--- config.mk ---
export PLATFORM = sky130hd
export DESIGN_NAME = cpuDatapath
export DESIGN_NICKNAME = d
export VERILOG_FILES = /design/src/cpuPkg.sv /design/src/regFile.sv /design/src/aluUnit.sv /design/src/memInterface.sv /design/src/pcUnit.sv /design/src/controlSequencer.sv /design/src/cpuDatapath.sv
export VERILOG_INCLUDE_DIRS = /design/src
export SDC_FILE = /design/constraint.sdc
export NUM_CORES = 2
export LEC_CHECK = 0
export ABC_AREA = 0
export BUFFER_PORTS_ARGS = -buffer_cell sky130_fd_sc_hd__buf_4
export CORE_AREA = 2 2 327 491
export CTS_CLUSTER_SIZE = 24
export DETAILED_ROUTE_END_ITERATION = 16
export DIE_AREA = 0 0 329 493
export PLACE_DENSITY = 0.63
export SLEW_MARGIN = 40
export SYNTH_ARGS = -nofsm -noshare
export SYNTH_HDL_FRONTEND = slang
export SYNTH_SLANG_ARGS = --single-unit
export TNS_END_PERCENT = 50
--- constraint.sdc ---
create_clock -name Clock -period 24.2 [get_ports Clock]
set_input_delay 2.42 -clock Clock [delete_from_list [all_inputs] [get_ports Clock]]
set_output_delay 2.42 -clock Clock [all_outputs]
set_load 0.05 [all_outputs]
--- src/cpu_params.svh ---
`ifndef CPU_PARAMS_SVH
`define CPU_PARAMS_SVH

// Bus, register and register file sizes.
`define DATA_WIDTH 32
`define NUM_REGS   16

// Instruction word fields.
`define OPC_MSB 31
`define OPC_LSB 27
`define RA_MSB  26
`define RA_LSB  23
`define RB_MSB  22
`define RB_LSB  19
`define RC_MSB  18
`define RC_LSB  15

`endif

--- src/cpuPkg.sv ---
`include "cpu_params.svh"

package cpuPkg;

    // ~~~~~~~~~~~~~~~~~~~~~~~~~~~~~~~~~~~~~~~
    // Instruction and ALU encodings
    // ~~~~~~~~~~~~~~~~~~~~~~~~~~~~~~~~~~~~~~~

    // Opcodes not listed here only fetch.
    typedef enum logic [4:0] {
        opLd   = 5'b00000,
        opAdd  = 5'b00011,
        opSub  = 5'b00100,
        opAnd  = 5'b00101,
        opOr   = 5'b00110,
        opRor  = 5'b00111,
        opRol  = 5'b01000,
        opShr  = 5'b01001,
        opShl  = 5'b01011,
        opMul  = 5'b01111,
        opMfhi = 5'b11000,
        opMflo = 5'b11001
    } opcodeT;

    typedef enum logic [3:0] {
        aluAdd,
        aluSub,
        aluAnd,
        aluOr,
        aluShr,
        aluShl,
        aluRor,
        aluRol,
        aluMul,
        aluPassB
    } aluOpT;

    // Which block drives the shared bus.
    typedef enum logic [2:0] {
        srcNone,
        srcPc,
        srcMdr,
        srcReg,
        srcZlo,
        srcZhi,
        srcHi,
        srcLo
    } busSrcT;

    // ~~~~~~~~~~~~~~~~~~~~~~~~~~~~~~~~~~~~~~~
    // Sequencer and control word
    // ~~~~~~~~~~~~~~~~~~~~~~~~~~~~~~~~~~~~~~~

    typedef enum logic [3:0] {
        stIdle,
        stT0,
        stT1,
        stT2,
        stT3,
        stT4,
        stT5,
        stT6
    } stepT;

    typedef struct packed {
        busSrcT      busSrc;
        logic [3:0]  regSel;
        logic        regIn;
        logic        marIn;
        logic        mdrIn;
        logic        memRead;
        logic        pcIn;
        logic        incPc;
        logic        irIn;
        logic        yIn;
        logic        zIn;
        logic        hiIn;
        logic        loIn;
        aluOpT       aluOp;
    } ctrlWordT;

    // Register write, as seen from outside.
    typedef struct packed {
        logic                   valid;
        logic [3:0]             index;
        logic [`DATA_WIDTH-1:0] data;
    } wbT;

endpackage

--- src/regFile.sv ---
`timescale 1ns/1ns
`include "cpu_params.svh"

module regFile import cpuPkg::*; (
    input  logic                   Clock,
    input  logic                   arstN,
    input  ctrlWordT               ctrl,
    input  logic [`DATA_WIDTH-1:0] bus,
    output logic [`DATA_WIDTH-1:0] readData,
    output wbT                     wb
);

    logic [`DATA_WIDTH-1:0] regs [`NUM_REGS];

    always_ff @(posedge Clock or negedge arstN) begin
        if (!arstN) begin
            for (int i = 0; i < `NUM_REGS; i++) begin
                regs[i] <= '0;
            end
        end else if (ctrl.regIn) begin
            regs[ctrl.regSel] <= bus;
        end
    end

    // One select serves both the read port and the write.
    assign readData = regs[ctrl.regSel];

    // Mirror of the write above.
    assign wb.valid = ctrl.regIn;
    assign wb.index = ctrl.regSel;
    assign wb.data  = bus;

endmodule

--- src/aluUnit.sv ---
`timescale 1ns/1ns
`include "cpu_params.svh"

module aluUnit import cpuPkg::*; (
    input  logic                   Clock,
    input  logic                   arstN,
    input  ctrlWordT               ctrl,
    input  logic [`DATA_WIDTH-1:0] bus,
    output logic [`DATA_WIDTH-1:0] zLo,
    output logic [`DATA_WIDTH-1:0] zHi,
    output logic [`DATA_WIDTH-1:0] hi,
    output logic [`DATA_WIDTH-1:0] lo
);

    localparam int ShiftW = $clog2(`DATA_WIDTH);

    logic [`DATA_WIDTH-1:0]   y;
    logic [2*`DATA_WIDTH-1:0] z;
    logic [2*`DATA_WIDTH-1:0] aluResult;
    logic [2*`DATA_WIDTH-1:0] rorWide;
    logic [2*`DATA_WIDTH-1:0] rolWide;
    logic [ShiftW-1:0]        shAmt;

    // ~~~~~~~~~~~~~~~~~~~~~~~~~~~~~~~~~~~~~~~
    // Operation
    // ~~~~~~~~~~~~~~~~~~~~~~~~~~~~~~~~~~~~~~~

    assign shAmt = bus[ShiftW-1:0];

    // Rotates come from shifting two copies of Y side by side.
    assign rorWide = {y, y} >> shAmt;
    assign rolWide = {y, y} << shAmt;

    always_comb begin
        aluResult = '0;
        case (ctrl.aluOp)
            aluAdd:  aluResult[`DATA_WIDTH-1:0] = y + bus;
            aluSub:  aluResult[`DATA_WIDTH-1:0] = y - bus;
            aluAnd:  aluResult[`DATA_WIDTH-1:0] = y & bus;
            aluOr:   aluResult[`DATA_WIDTH-1:0] = y | bus;
            aluShr:  aluResult[`DATA_WIDTH-1:0] = y >> shAmt;
            aluShl:  aluResult[`DATA_WIDTH-1:0] = y << shAmt;
            aluRor:  aluResult[`DATA_WIDTH-1:0] = rorWide[`DATA_WIDTH-1:0];
            aluRol:  aluResult[`DATA_WIDTH-1:0] = rolWide[2*`DATA_WIDTH-1:`DATA_WIDTH];
            // Signed product, full width.
            aluMul:  aluResult = (2*`DATA_WIDTH)'($signed(y)) *
                                 (2*`DATA_WIDTH)'($signed(bus));
            default: aluResult[`DATA_WIDTH-1:0] = bus;
        endcase
    end

    // ~~~~~~~~~~~~~~~~~~~~~~~~~~~~~~~~~~~~~~~
    // Registers
    // ~~~~~~~~~~~~~~~~~~~~~~~~~~~~~~~~~~~~~~~

    always_ff @(posedge Clock) begin
        if (ctrl.yIn) begin
            y <= bus;
        end
        if (ctrl.zIn) begin
            z <= aluResult;
        end
    end

    always_ff @(posedge Clock or negedge arstN) begin
        if (!arstN) begin
            hi <= '0;
            lo <= '0;
        end else begin
            if (ctrl.hiIn) begin
                hi <= bus;
            end
            if (ctrl.loIn) begin
                lo <= bus;
            end
        end
    end

    assign zLo = z[`DATA_WIDTH-1:0];
    assign zHi = z[2*`DATA_WIDTH-1:`DATA_WIDTH];

endmodule

--- src/memInterface.sv ---
`timescale 1ns/1ns
`include "cpu_params.svh"

module memInterface import cpuPkg::*; (
    input  logic                   Clock,
    input  logic                   arstN,
    input  ctrlWordT               ctrl,
    input  logic [`DATA_WIDTH-1:0] bus,
    input  logic [`DATA_WIDTH-1:0] memData,
    output logic [`DATA_WIDTH-1:0] mdr,
    output logic [`DATA_WIDTH-1:0] mar
);

    logic [`DATA_WIDTH-1:0] mdrNext;

    // A read takes the memory word, otherwise the bus.
    assign mdrNext = ctrl.memRead ? memData : bus;

    always_ff @(posedge Clock) begin
        if (ctrl.mdrIn) begin
            mdr <= mdrNext;
        end
    end

    // MAR drives the external address.
    always_ff @(posedge Clock or negedge arstN) begin
        if (!arstN) begin
            mar <= '0;
        end else if (ctrl.marIn) begin
            mar <= bus;
        end
    end

endmodule

--- src/pcUnit.sv ---
`timescale 1ns/1ns
`include "cpu_params.svh"

module pcUnit import cpuPkg::*; (
    input  logic                   Clock,
    input  logic                   arstN,
    input  ctrlWordT               ctrl,
    input  logic [`DATA_WIDTH-1:0] bus,
    output logic [`DATA_WIDTH-1:0] pc,
    output opcodeT                 opcode,
    output logic [3:0]             ra,
    output logic [3:0]             rb,
    output logic [3:0]             rc
);

    logic [`DATA_WIDTH-1:0] ir;

    // A bus load takes priority over the increment.
    always_ff @(posedge Clock or negedge arstN) begin
        if (!arstN) begin
            pc <= '0;
        end else if (ctrl.pcIn) begin
            pc <= bus;
        end else if (ctrl.incPc) begin
            pc <= pc + `DATA_WIDTH'(1);
        end
    end

    // Instruction register, loaded from the bus.
    always_ff @(posedge Clock or negedge arstN) begin
        if (!arstN) begin
            ir <= '0;
        end else if (ctrl.irIn) begin
            ir <= bus;
        end
    end

    // Field split.
    assign opcode = opcodeT'(ir[`OPC_MSB:`OPC_LSB]);
    assign ra     = ir[`RA_MSB:`RA_LSB];
    assign rb     = ir[`RB_MSB:`RB_LSB];
    assign rc     = ir[`RC_MSB:`RC_LSB];

endmodule

--- src/controlSequencer.sv ---
`timescale 1ns/1ns

module controlSequencer import cpuPkg::*; (
    input  logic       Clock,
    input  logic       arstN,
    input  logic       start,
    input  opcodeT     opcode,
    input  logic [3:0] ra,
    input  logic [3:0] rb,
    input  logic [3:0] rc,
    output ctrlWordT   ctrl,
    output logic       busy,
    output logic       done
);

    stepT  step;
    stepT  stepNext;
    aluOpT aluSel;
    logic  isLd;
    logic  isMul;
    logic  isMove;
    logic  isAlu;
    logic  lastStep;

    // ~~~~~~~~~~~~~~~~~~~~~~~~~~~~~~~~~~~~~~~
    // Opcode decode
    // ~~~~~~~~~~~~~~~~~~~~~~~~~~~~~~~~~~~~~~~

    always_comb begin
        case (opcode)
            opAdd:   aluSel = aluAdd;
            opSub:   aluSel = aluSub;
            opAnd:   aluSel = aluAnd;
            opOr:    aluSel = aluOr;
            opShr:   aluSel = aluShr;
            opShl:   aluSel = aluShl;
            opRor:   aluSel = aluRor;
            opRol:   aluSel = aluRol;
            opMul:   aluSel = aluMul;
            default: aluSel = aluPassB;
        endcase
    end

    assign isLd   = (opcode == opLd);
    assign isMul  = (opcode == opMul);
    assign isMove = (opcode == opMfhi) || (opcode == opMflo);
    assign isAlu  = (aluSel != aluPassB) && !isMul;

    // Final step per class. The IR is only valid from T3, so unknown opcodes stop there.
    always_comb begin
        case (step)
            stT3:    lastStep = !(isLd || isAlu || isMul);
            stT4:    lastStep = isLd;
            stT5:    lastStep = isAlu;
            stT6:    lastStep = 1'b1;
            default: lastStep = 1'b0;
        endcase
    end

    // ~~~~~~~~~~~~~~~~~~~~~~~~~~~~~~~~~~~~~~~
    // Step FSM
    // ~~~~~~~~~~~~~~~~~~~~~~~~~~~~~~~~~~~~~~~

    always_comb begin
        stepNext = step;
        case (step)
            stIdle: begin
                if (start) begin
                    stepNext = stT0;
                end
            end
            stT0:    stepNext = stT1;
            stT1:    stepNext = stT2;
            default: stepNext = lastStep ? stIdle : stepT'(step + 4'd1);
        endcase
    end

    always_ff @(posedge Clock or negedge arstN) begin
        if (!arstN) begin
            step <= stIdle;
        end else begin
            step <= stepNext;
        end
    end

    assign busy = (step != stIdle);
    assign done = lastStep;

    // ~~~~~~~~~~~~~~~~~~~~~~~~~~~~~~~~~~~~~~~
    // Control word
    // ~~~~~~~~~~~~~~~~~~~~~~~~~~~~~~~~~~~~~~~

    always_comb begin
        ctrl        = '0;
        ctrl.busSrc = srcNone;
        ctrl.aluOp  = aluPassB;
        case (step)
            stT0: begin
                ctrl.busSrc = srcPc;
                ctrl.marIn  = 1'b1;
                ctrl.incPc  = 1'b1;
            end
            stT1: begin
                ctrl.memRead = 1'b1;
                ctrl.mdrIn   = 1'b1;
            end
            stT2: begin
                ctrl.busSrc = srcMdr;
                ctrl.irIn   = 1'b1;
            end
            stT3: begin
                if (isLd) begin
                    ctrl.memRead = 1'b1;
                    ctrl.mdrIn   = 1'b1;
                end else if (isMove) begin
                    ctrl.busSrc = (opcode == opMfhi) ? srcHi : srcLo;
                    ctrl.regSel = ra;
                    ctrl.regIn  = 1'b1;
                end else begin
                    ctrl.busSrc = srcReg;
                    ctrl.regSel = rb;
                    ctrl.yIn    = 1'b1;
                end
            end
            stT4: begin
                if (isLd) begin
                    ctrl.busSrc = srcMdr;
                    ctrl.regSel = ra;
                    ctrl.regIn  = 1'b1;
                end else begin
                    ctrl.busSrc = srcReg;
                    ctrl.regSel = rc;
                    ctrl.zIn    = 1'b1;
                    ctrl.aluOp  = aluSel;
                end
            end
            stT5: begin
                ctrl.busSrc = srcZlo;
                if (isMul) begin
                    ctrl.loIn = 1'b1;
                end else begin
                    ctrl.regSel = ra;
                    ctrl.regIn  = 1'b1;
                end
            end
            stT6: begin
                ctrl.busSrc = srcZhi;
                ctrl.hiIn   = 1'b1;
            end
            default: begin
            end
        endcase
    end

endmodule

--- src/cpuDatapath.sv ---
`timescale 1ns/1ns
`include "cpu_params.svh"

module cpuDatapath import cpuPkg::*; (
    input  logic                   Clock,
    input  logic                   arstN,
    input  logic                   start,
    input  logic [`DATA_WIDTH-1:0] memData,
    output logic                   busy,
    output logic                   done,
    output logic [`DATA_WIDTH-1:0] memAddr,
    output wbT                     wb
);

    ctrlWordT               ctrl;
    opcodeT                 opcode;
    logic [3:0]             ra;
    logic [3:0]             rb;
    logic [3:0]             rc;
    logic [`DATA_WIDTH-1:0] bus;
    logic [`DATA_WIDTH-1:0] readData;
    logic [`DATA_WIDTH-1:0] zLo;
    logic [`DATA_WIDTH-1:0] zHi;
    logic [`DATA_WIDTH-1:0] hi;
    logic [`DATA_WIDTH-1:0] lo;
    logic [`DATA_WIDTH-1:0] mdr;
    logic [`DATA_WIDTH-1:0] pc;

    // Shared bus, one driver per cycle.
    always_comb begin
        case (ctrl.busSrc)
            srcPc:   bus = pc;
            srcMdr:  bus = mdr;
            srcReg:  bus = readData;
            srcZlo:  bus = zLo;
            srcZhi:  bus = zHi;
            srcHi:   bus = hi;
            srcLo:   bus = lo;
            default: bus = '0;
        endcase
    end

    controlSequencer controlSequencer_inst (
        .Clock  (Clock),
        .arstN  (arstN),
        .start  (start),
        .opcode (opcode),
        .ra     (ra),
        .rb     (rb),
        .rc     (rc),
        .ctrl   (ctrl),
        .busy   (busy),
        .done   (done)
    );

    regFile regFile_inst (
        .Clock    (Clock),
        .arstN    (arstN),
        .ctrl     (ctrl),
        .bus      (bus),
        .readData (readData),
        .wb       (wb)
    );

    aluUnit aluUnit_inst (
        .Clock (Clock),
        .arstN (arstN),
        .ctrl  (ctrl),
        .bus   (bus),
        .zLo   (zLo),
        .zHi   (zHi),
        .hi    (hi),
        .lo    (lo)
    );

    memInterface memInterface_inst (
        .Clock   (Clock),
        .arstN   (arstN),
        .ctrl    (ctrl),
        .bus     (bus),
        .memData (memData),
        .mdr     (mdr),
        .mar     (memAddr)
    );

    pcUnit pcUnit_inst (
        .Clock  (Clock),
        .arstN  (arstN),
        .ctrl   (ctrl),
        .bus    (bus),
        .pc     (pc),
        .opcode (opcode),
        .ra     (ra),
        .rb     (rb),
        .rc     (rc)
    );

endmodule

[After elaboration in Yosys (flattened, before gate mapping)]
Memories as Yosys holds them, arrays and structs flattened.
Cells that the tools add are included.
Word-level totals
  bits in registers: 804
  memory bits (read-only): 64
  memories kept: 1
Memory list
  (name not given): depth 16, bits a word 4, rd ports 1, clocked after Yosys merged registers in 0, wr ports 0, RTL line controlSequencer.sv:30  | case (opcode)
Cells by class
  multiply operators: 1
  eq/ne operators: 27
  magnitude comparators: 2
  bitwise gates (word level): 3
  reduce and logical (&&, ||, !) cells: 11
  shift operators: 4
  add/subtract/negate cells: 4
  muxes and demuxes: 37
Operators by type and width (number)
  512-bit bitwise mux: 1
  32-bit case mux with 9 select lines: 1
  32-bit case mux with 7 select lines: 1
  32-bit binary-select mux with 4-bit select: 1
  32-bit demux with 4-bit select: 1
  32-bit two-way mux: 4
  32-bit by 32-bit multiplier with 64-bit output: 1
  64-bit by 5-bit left shift with 64-bit output: 1
  64-bit by 5-bit right shift with 32-bit output: 1
  32-bit by 1-bit adder with 32-bit output (second input constant): 1
  32-bit adder: 1
  32-bit bitwise AND: 1
  4-bit by 3-bit == test with 1-bit output (second input constant): 8
  32-bit bitwise OR: 1
  32-bit by 5-bit left shift with 32-bit output: 1
  32-bit by 5-bit right shift with 32-bit output: 1
  32-bit subtractor: 1
  4-bit two-way mux: 5
  3-bit case mux with 6 select lines: 1
  4-bit by 2-bit == test with 1-bit output (second input constant): 4
  5-bit case mux with 3 select lines: 1
  1-bit two-way mux: 13
  3-bit == test (second input constant): 4
  4-bit case mux with 3 select lines: 1
  24 further kinds: 33

[Depth between registers and ports, before layout]
  depth in word-level cells: 12
  mapped depth: 49
  depth with buffers taken out: 42

[Modules after synthesis]
From an unflattened synthesis, not the netlist that was laid out.
Second synthesis, totals
  cell total of the unflattened synthesis: 7451
  area total of the unflattened synthesis: 80596.0 µm²
Modules (own cells, without submodules)
  aluUnit: instances 1, area each 49174.7 µm², cells each 5318, sequential area each 4484.3 µm²
  regFile: instances 1, area each 23149.7 µm², cells each 1444, sequential area each 12812.3 µm²
  memInterface: instances 1, area each 2850.2 µm², cells each 136, sequential area each 1761.7 µm²
  pcUnit: instances 1, area each 2478.6 µm², cells each 249, sequential area each 1226.2 µm²
  cpuDatapath: instances 1, area each 2182.1 µm², cells each 204, sequential area each 0.0 µm²
  controlSequencer: instances 1, area each 760.7 µm², cells each 100, sequential area each 100.1 µm²

[Worst setup path before layout]
No wires, ideal clock.
  kind: register to register
  start point: register controlSequencer_inst.step[1]
  end point: register aluUnit_inst.z[61], data pin
  cell stages (with the launch flop): 43
  setup slack: 12646 ps
  buffers on the path: 9
  arrival: 11288 ps
  required time: 23934 ps
  cells stage by stage: dfrtp_1 > inv_1 > ha_1 > and3b_1 > clkbuf_1 > nand3_1 > a31oi_2 > nor2_4 > inv_2 > buf_2 > buf_2 > buf_4 > nor2_1 > o311a_1 > o31a_1 > inv_1 > buf_2 > buf_2 > (+7 left out) > fa_1 > inv_1 > fa_1 > fa_1 > fa_1 > fa_1 > ha_1 > nand3_1 > o41ai_1 > a21boi_0 > o21ai_0 > nand3_1 > a31oi_1 > a21boi_0 > o21ai_0 > a41oi_1 > xor2_1 > nor2_1
RTL lines
  start, declared: RTL line controlSequencer.sv:16  | stepT step;
  start signal, assigned: RTL line controlSequencer.sv:80  | step <= stIdle;
  start signal, assigned: RTL line controlSequencer.sv:82  | step <= stepNext;
  end signal, assigned: RTL line aluUnit.sv:61  | z <= aluResult;
  end, declared: RTL line aluUnit.sv:18  | logic [2*`DATA_WIDTH-1:0] z;

[Worst setup path after layout]
  start point: register controlSequencer_inst.step[1]
  end point: register aluUnit_inst.z[61], data pin
On the way
  cells in the longest elaborated chain, start to end: 8
  elaborated cells between the ends (all ways): 23
Ends and longest elaborated chain
  4-bit by 3-bit == test with 1-bit output: RTL line controlSequencer.sv:97  | case (step)
  5-bit case mux with 3 select lines: RTL line controlSequencer.sv:97
  4-bit NOT with 5-bit output (not written as such): RTL line regFile.sv:26  | assign readData = regs[ctrl.regSel];
  32-bit binary-select mux with 4-bit select: RTL line regFile.sv:26
  32-bit two-way mux (not written as such) (2 in series): RTL line regFile.sv:26
  32-bit case mux with 7 select lines: RTL line cpuDatapath.sv:31  | case (ctrl.busSrc)
  32-bit by 32-bit multiplier with 64-bit output: RTL line aluUnit.sv:46  | aluMul: aluResult = (2*`DATA_WIDTH)'($signed(y)) *
Parallel ways exist; a longest one is shown, timed or not. The select of a mux whose other input is x is not followed.
A chain may end at the register's enable or synchronous reset.

==> qor.csv <==
stage,metric,value,unit
hold_path,Worst Hold Class,reg2reg,
setup_path,CP Class,reg2reg,
sta,period utilization,56.8,%
floorplanning,# IOs,106,
clocking,clk_lat worst skew,0.70,ns
clocking,Post-CTS Resized,0,
setup_path,Worst Setup SP,controlSequencer_inst.step[1]$_DFFE_PN0P_,
setup_path,crit start category,register,
synth,Post-synth top flop,dfrtp_1,
floorplanning,die height,493,um
clocking,"Setup Fix Bufs, Post-CTS",0,
finish,share of cells above drive strength 1,8.15,%
grt,GR Util All Layers,37.8,%
place,area of placed instances,81700,sq um
setup_path,Setup crit end kind,register,
finish,"most common cell after layout, fill and taps aside",fa_1,
setup_path,Critical-path top delay cell,buf_4,
synth,Yosys cell types,105,
setup_path,Worst R2R End,aluUnit_inst.z[61]$_SDFFCE_PN0P_,
detailed_routing,DRC,0,
grt,pin count of the biggest net entering global routing,94,
setup_path,Crit Path Max Fanout,44,
clocking,H-tree depth,3,
synth,"Async S/R FF share, synth",83.8,%
finish,final core utilization,53.4,%
finish,Final nets,9665,
clocking,hold_buf cts,0,
place,RePlAce Congestion,1.06,
sta,Rel. slew slack,34.0,%
floorplanning,Initial Util,49.8,%
sta,fmax,0.0727,GHz
setup_path,flop-to-flop setup slack,10.44,ns
clocking,Clock Path Buffers,3,
finish,area delta synth->final,7.28,%
synth,Mapped Cells,8530,
setup_path,CP Data Required Time,24.61,ns
synth,"FF+latch count, synth",789,
sta,Final Hold Viols,0,
synth,Yosys warnings,0,
setup_path,Worst setup endpoint,aluUnit_inst.z[61]$_SDFFCE_PN0P_,
clocking,number of CTS-inserted buffers,78,
setup_path,crit-path max cell delay,0.61,ns
sta,worst slew pin tran,0.986,ns
grt,Congestion Overflow GR,0,
sta,Setup Skew,0.0390,ns
setup_path,r2r startpoint,controlSequencer_inst.step[1]$_DFFE_PN0P_,
sta,Setup TNS,0,ns
sta,RSZ-0062 raised after global routing,false,
detailed_routing,DR vias,64121,
finish,most frequent cells in the layout,"1,083 x fa_1, 1,060 x inv_1, 983 x nand2_1",
detailed_routing,Via density,6.12,
detailed_routing,DR iter-0 viols,5488,
clocking,CTS root buf,clkbuf_16,
detailed_routing,drt first pass iters,6,
place,Detailed Place HPWL,218000,um
synth,Post-synth EDFFs,128,
setup_path,most frequent CP cell,fa_1,
setup_path,Register-to-Register Path Depth,40,
sta,Tmin final,13.76,ns
grt,vias in the first global route,67648,
floorplanning,die area,162000,sq um
run,Max-Cap Viols,0,
detailed_routing,Routed Antenna Nets,0,
detailed_routing,drt total wl,303000,um
finish,Fillers,14575,
place,input/output buffers,105,
setup_path,Critical Path AT,14.17,ns
synth,Syn Nets,9872,
grt,first-pass GRT wire length,447000,um
sta,count of final max-slew check failures,0,
synth,Mapped Area,78700,sq um
floorplanning,Die X,329,um
sta,endpoints failing setup,0,
synth,sequential fraction of the synthesis area,25.9,%
grt,antenna violations before repair,14,
finish,final instance area,84400,sq um
detailed_routing,WL per Instance,28.9,um
run_status,status,"complete, no violations",
clocking,CTS tree,built,
floorplanning,row count,179,
floorplanning,core area,158000,sq um
clocking,CTS sink count,789,
clocking,"Reg clk slew, reported paths",0.07,ns
synth,post-synthesis average cell area,9.22,sq um
==> worst max-delay path, delay by kind of cell, from the launching register on <==
kind / cells / cell delay, ns
AOI/OAI and AO/OA: 10 / 3.31
xor gates and xnor gates: 1 / 0.15
adders and majority gates: 10 / 4.66
buffers and inverters: 11 / 2.98
DFF: 1 / 0.44
muxes: 1 / 0.36
and+or+nand+nor: 7 / 1.34
==> routing by layer <==
layer	share of wire, %	GRT usage [%]	wire (um)
met5	0.014	0	41
met4	9.3	28.4	28000
met3	6.8	6.11	20600
met2	49	64.0	148000
met1	35	42.9	105000
==> synthesized netlist by cell type, drive strengths merged, types with 52 or more instances <==
master | instances | share of area, %
buf | 147 | 1.1
and3 | 52 | 0.41
a21oi | 652 | 4.2
inv | 1074 | 5.1
nor2 | 760 | 3.7
nand3 | 102 | 0.65
o21ai | 325 | 2.1
fa | 1083 | 28
and2 | 477 | 3.8
o22ai | 57 | 0.45
dfrtp | 661 | 21
mux2i | 217 | 2.8
clkbuf | 488 | 2.3
a221oi | 62 | 0.71
nor3 | 85 | 0.56
a21o | 56 | 0.53
edfxtp | 128 | 4.9
ha | 224 | 3.6
nand2 | 985 | 4.7
nor2b | 72 | 0.57
xnor2 | 107 | 1.2
==> per-stage QoR <==
stage,cells,hold slack [ns],worst slack (ns)
global route,10462,0.492,9.94
CTS,10454,0.477,10.60
finish,10470,0.472,10.44
floorplan,8530,0.441,12.65
detailed placement,10316,0.463,10.61
global placement,10306,0.453,10.81
==> area by class of cell <==
class                   count  area [sq um]  share of cell area [%]
multi-input cells        6027         52000                    61.7
clock inverters            28           300                   0.356
clock buffers             110          2240                    2.66
inverters                1079          4070                    4.82
repair buffers            348          2720                    3.23
well taps                2081          2600                    3.09
diodes                      8          20.0                  0.0237
flip-flops and latches    789         20400                    24.2
==> worst min-delay path by stage <==
stage                                                   from                                  to  slack (ns)  cells past startpoint
after global placement    regFile_inst.regs[380]$_DFFE_PN0P_  regFile_inst.regs[380]$_DFFE_PN0P_        0.45                      2
after global routing      regFile_inst.regs[374]$_DFFE_PN0P_  regFile_inst.regs[374]$_DFFE_PN0P_        0.49                      2
after CTS                 regFile_inst.regs[374]$_DFFE_PN0P_  regFile_inst.regs[374]$_DFFE_PN0P_        0.48                      2
after detailed placement  regFile_inst.regs[374]$_DFFE_PN0P_  regFile_inst.regs[374]$_DFFE_PN0P_        0.46                      2
after floorplan               pcUnit_inst.pc[31]$_DFFE_PN0P_      pcUnit_inst.pc[31]$_DFFE_PN0P_        0.44                      1
final                     regFile_inst.regs[374]$_DFFE_PN0P_  regFile_inst.regs[374]$_DFFE_PN0P_        0.47                      2
==> flip-flops by register name (all words and copies together) (netlist names) <==
name / cells
controlSequencer_inst.step: 4
aluUnit_inst.y: 32
aluUnit_inst.hi: 32
aluUnit_inst.lo: 32
pcUnit_inst.pc: 32
pcUnit_inst.ir: 17
memInterface_inst.mar: 32
memInterface_inst.mdr: 32
regFile_inst.regs: 512
aluUnit_inst.z: 64
==> logic make-up after synthesis <==
logic type / Yosys count / synth area share, %
AOI/OAI and AO/OA: 1594 / 12.7
and+or+nand+nor: 2674 / 15.6
buffers and inverters: 1714 / 8.54
adders and majority gates: 1307 / 31.1
DFF: 789 / 25.9
xor gates and xnor gates: 155 / 1.73
muxes: 297 / 4.42
Power is not shown: default switching activity piles up to over one toggle a cycle in this logic, so the estimate is an artifact.
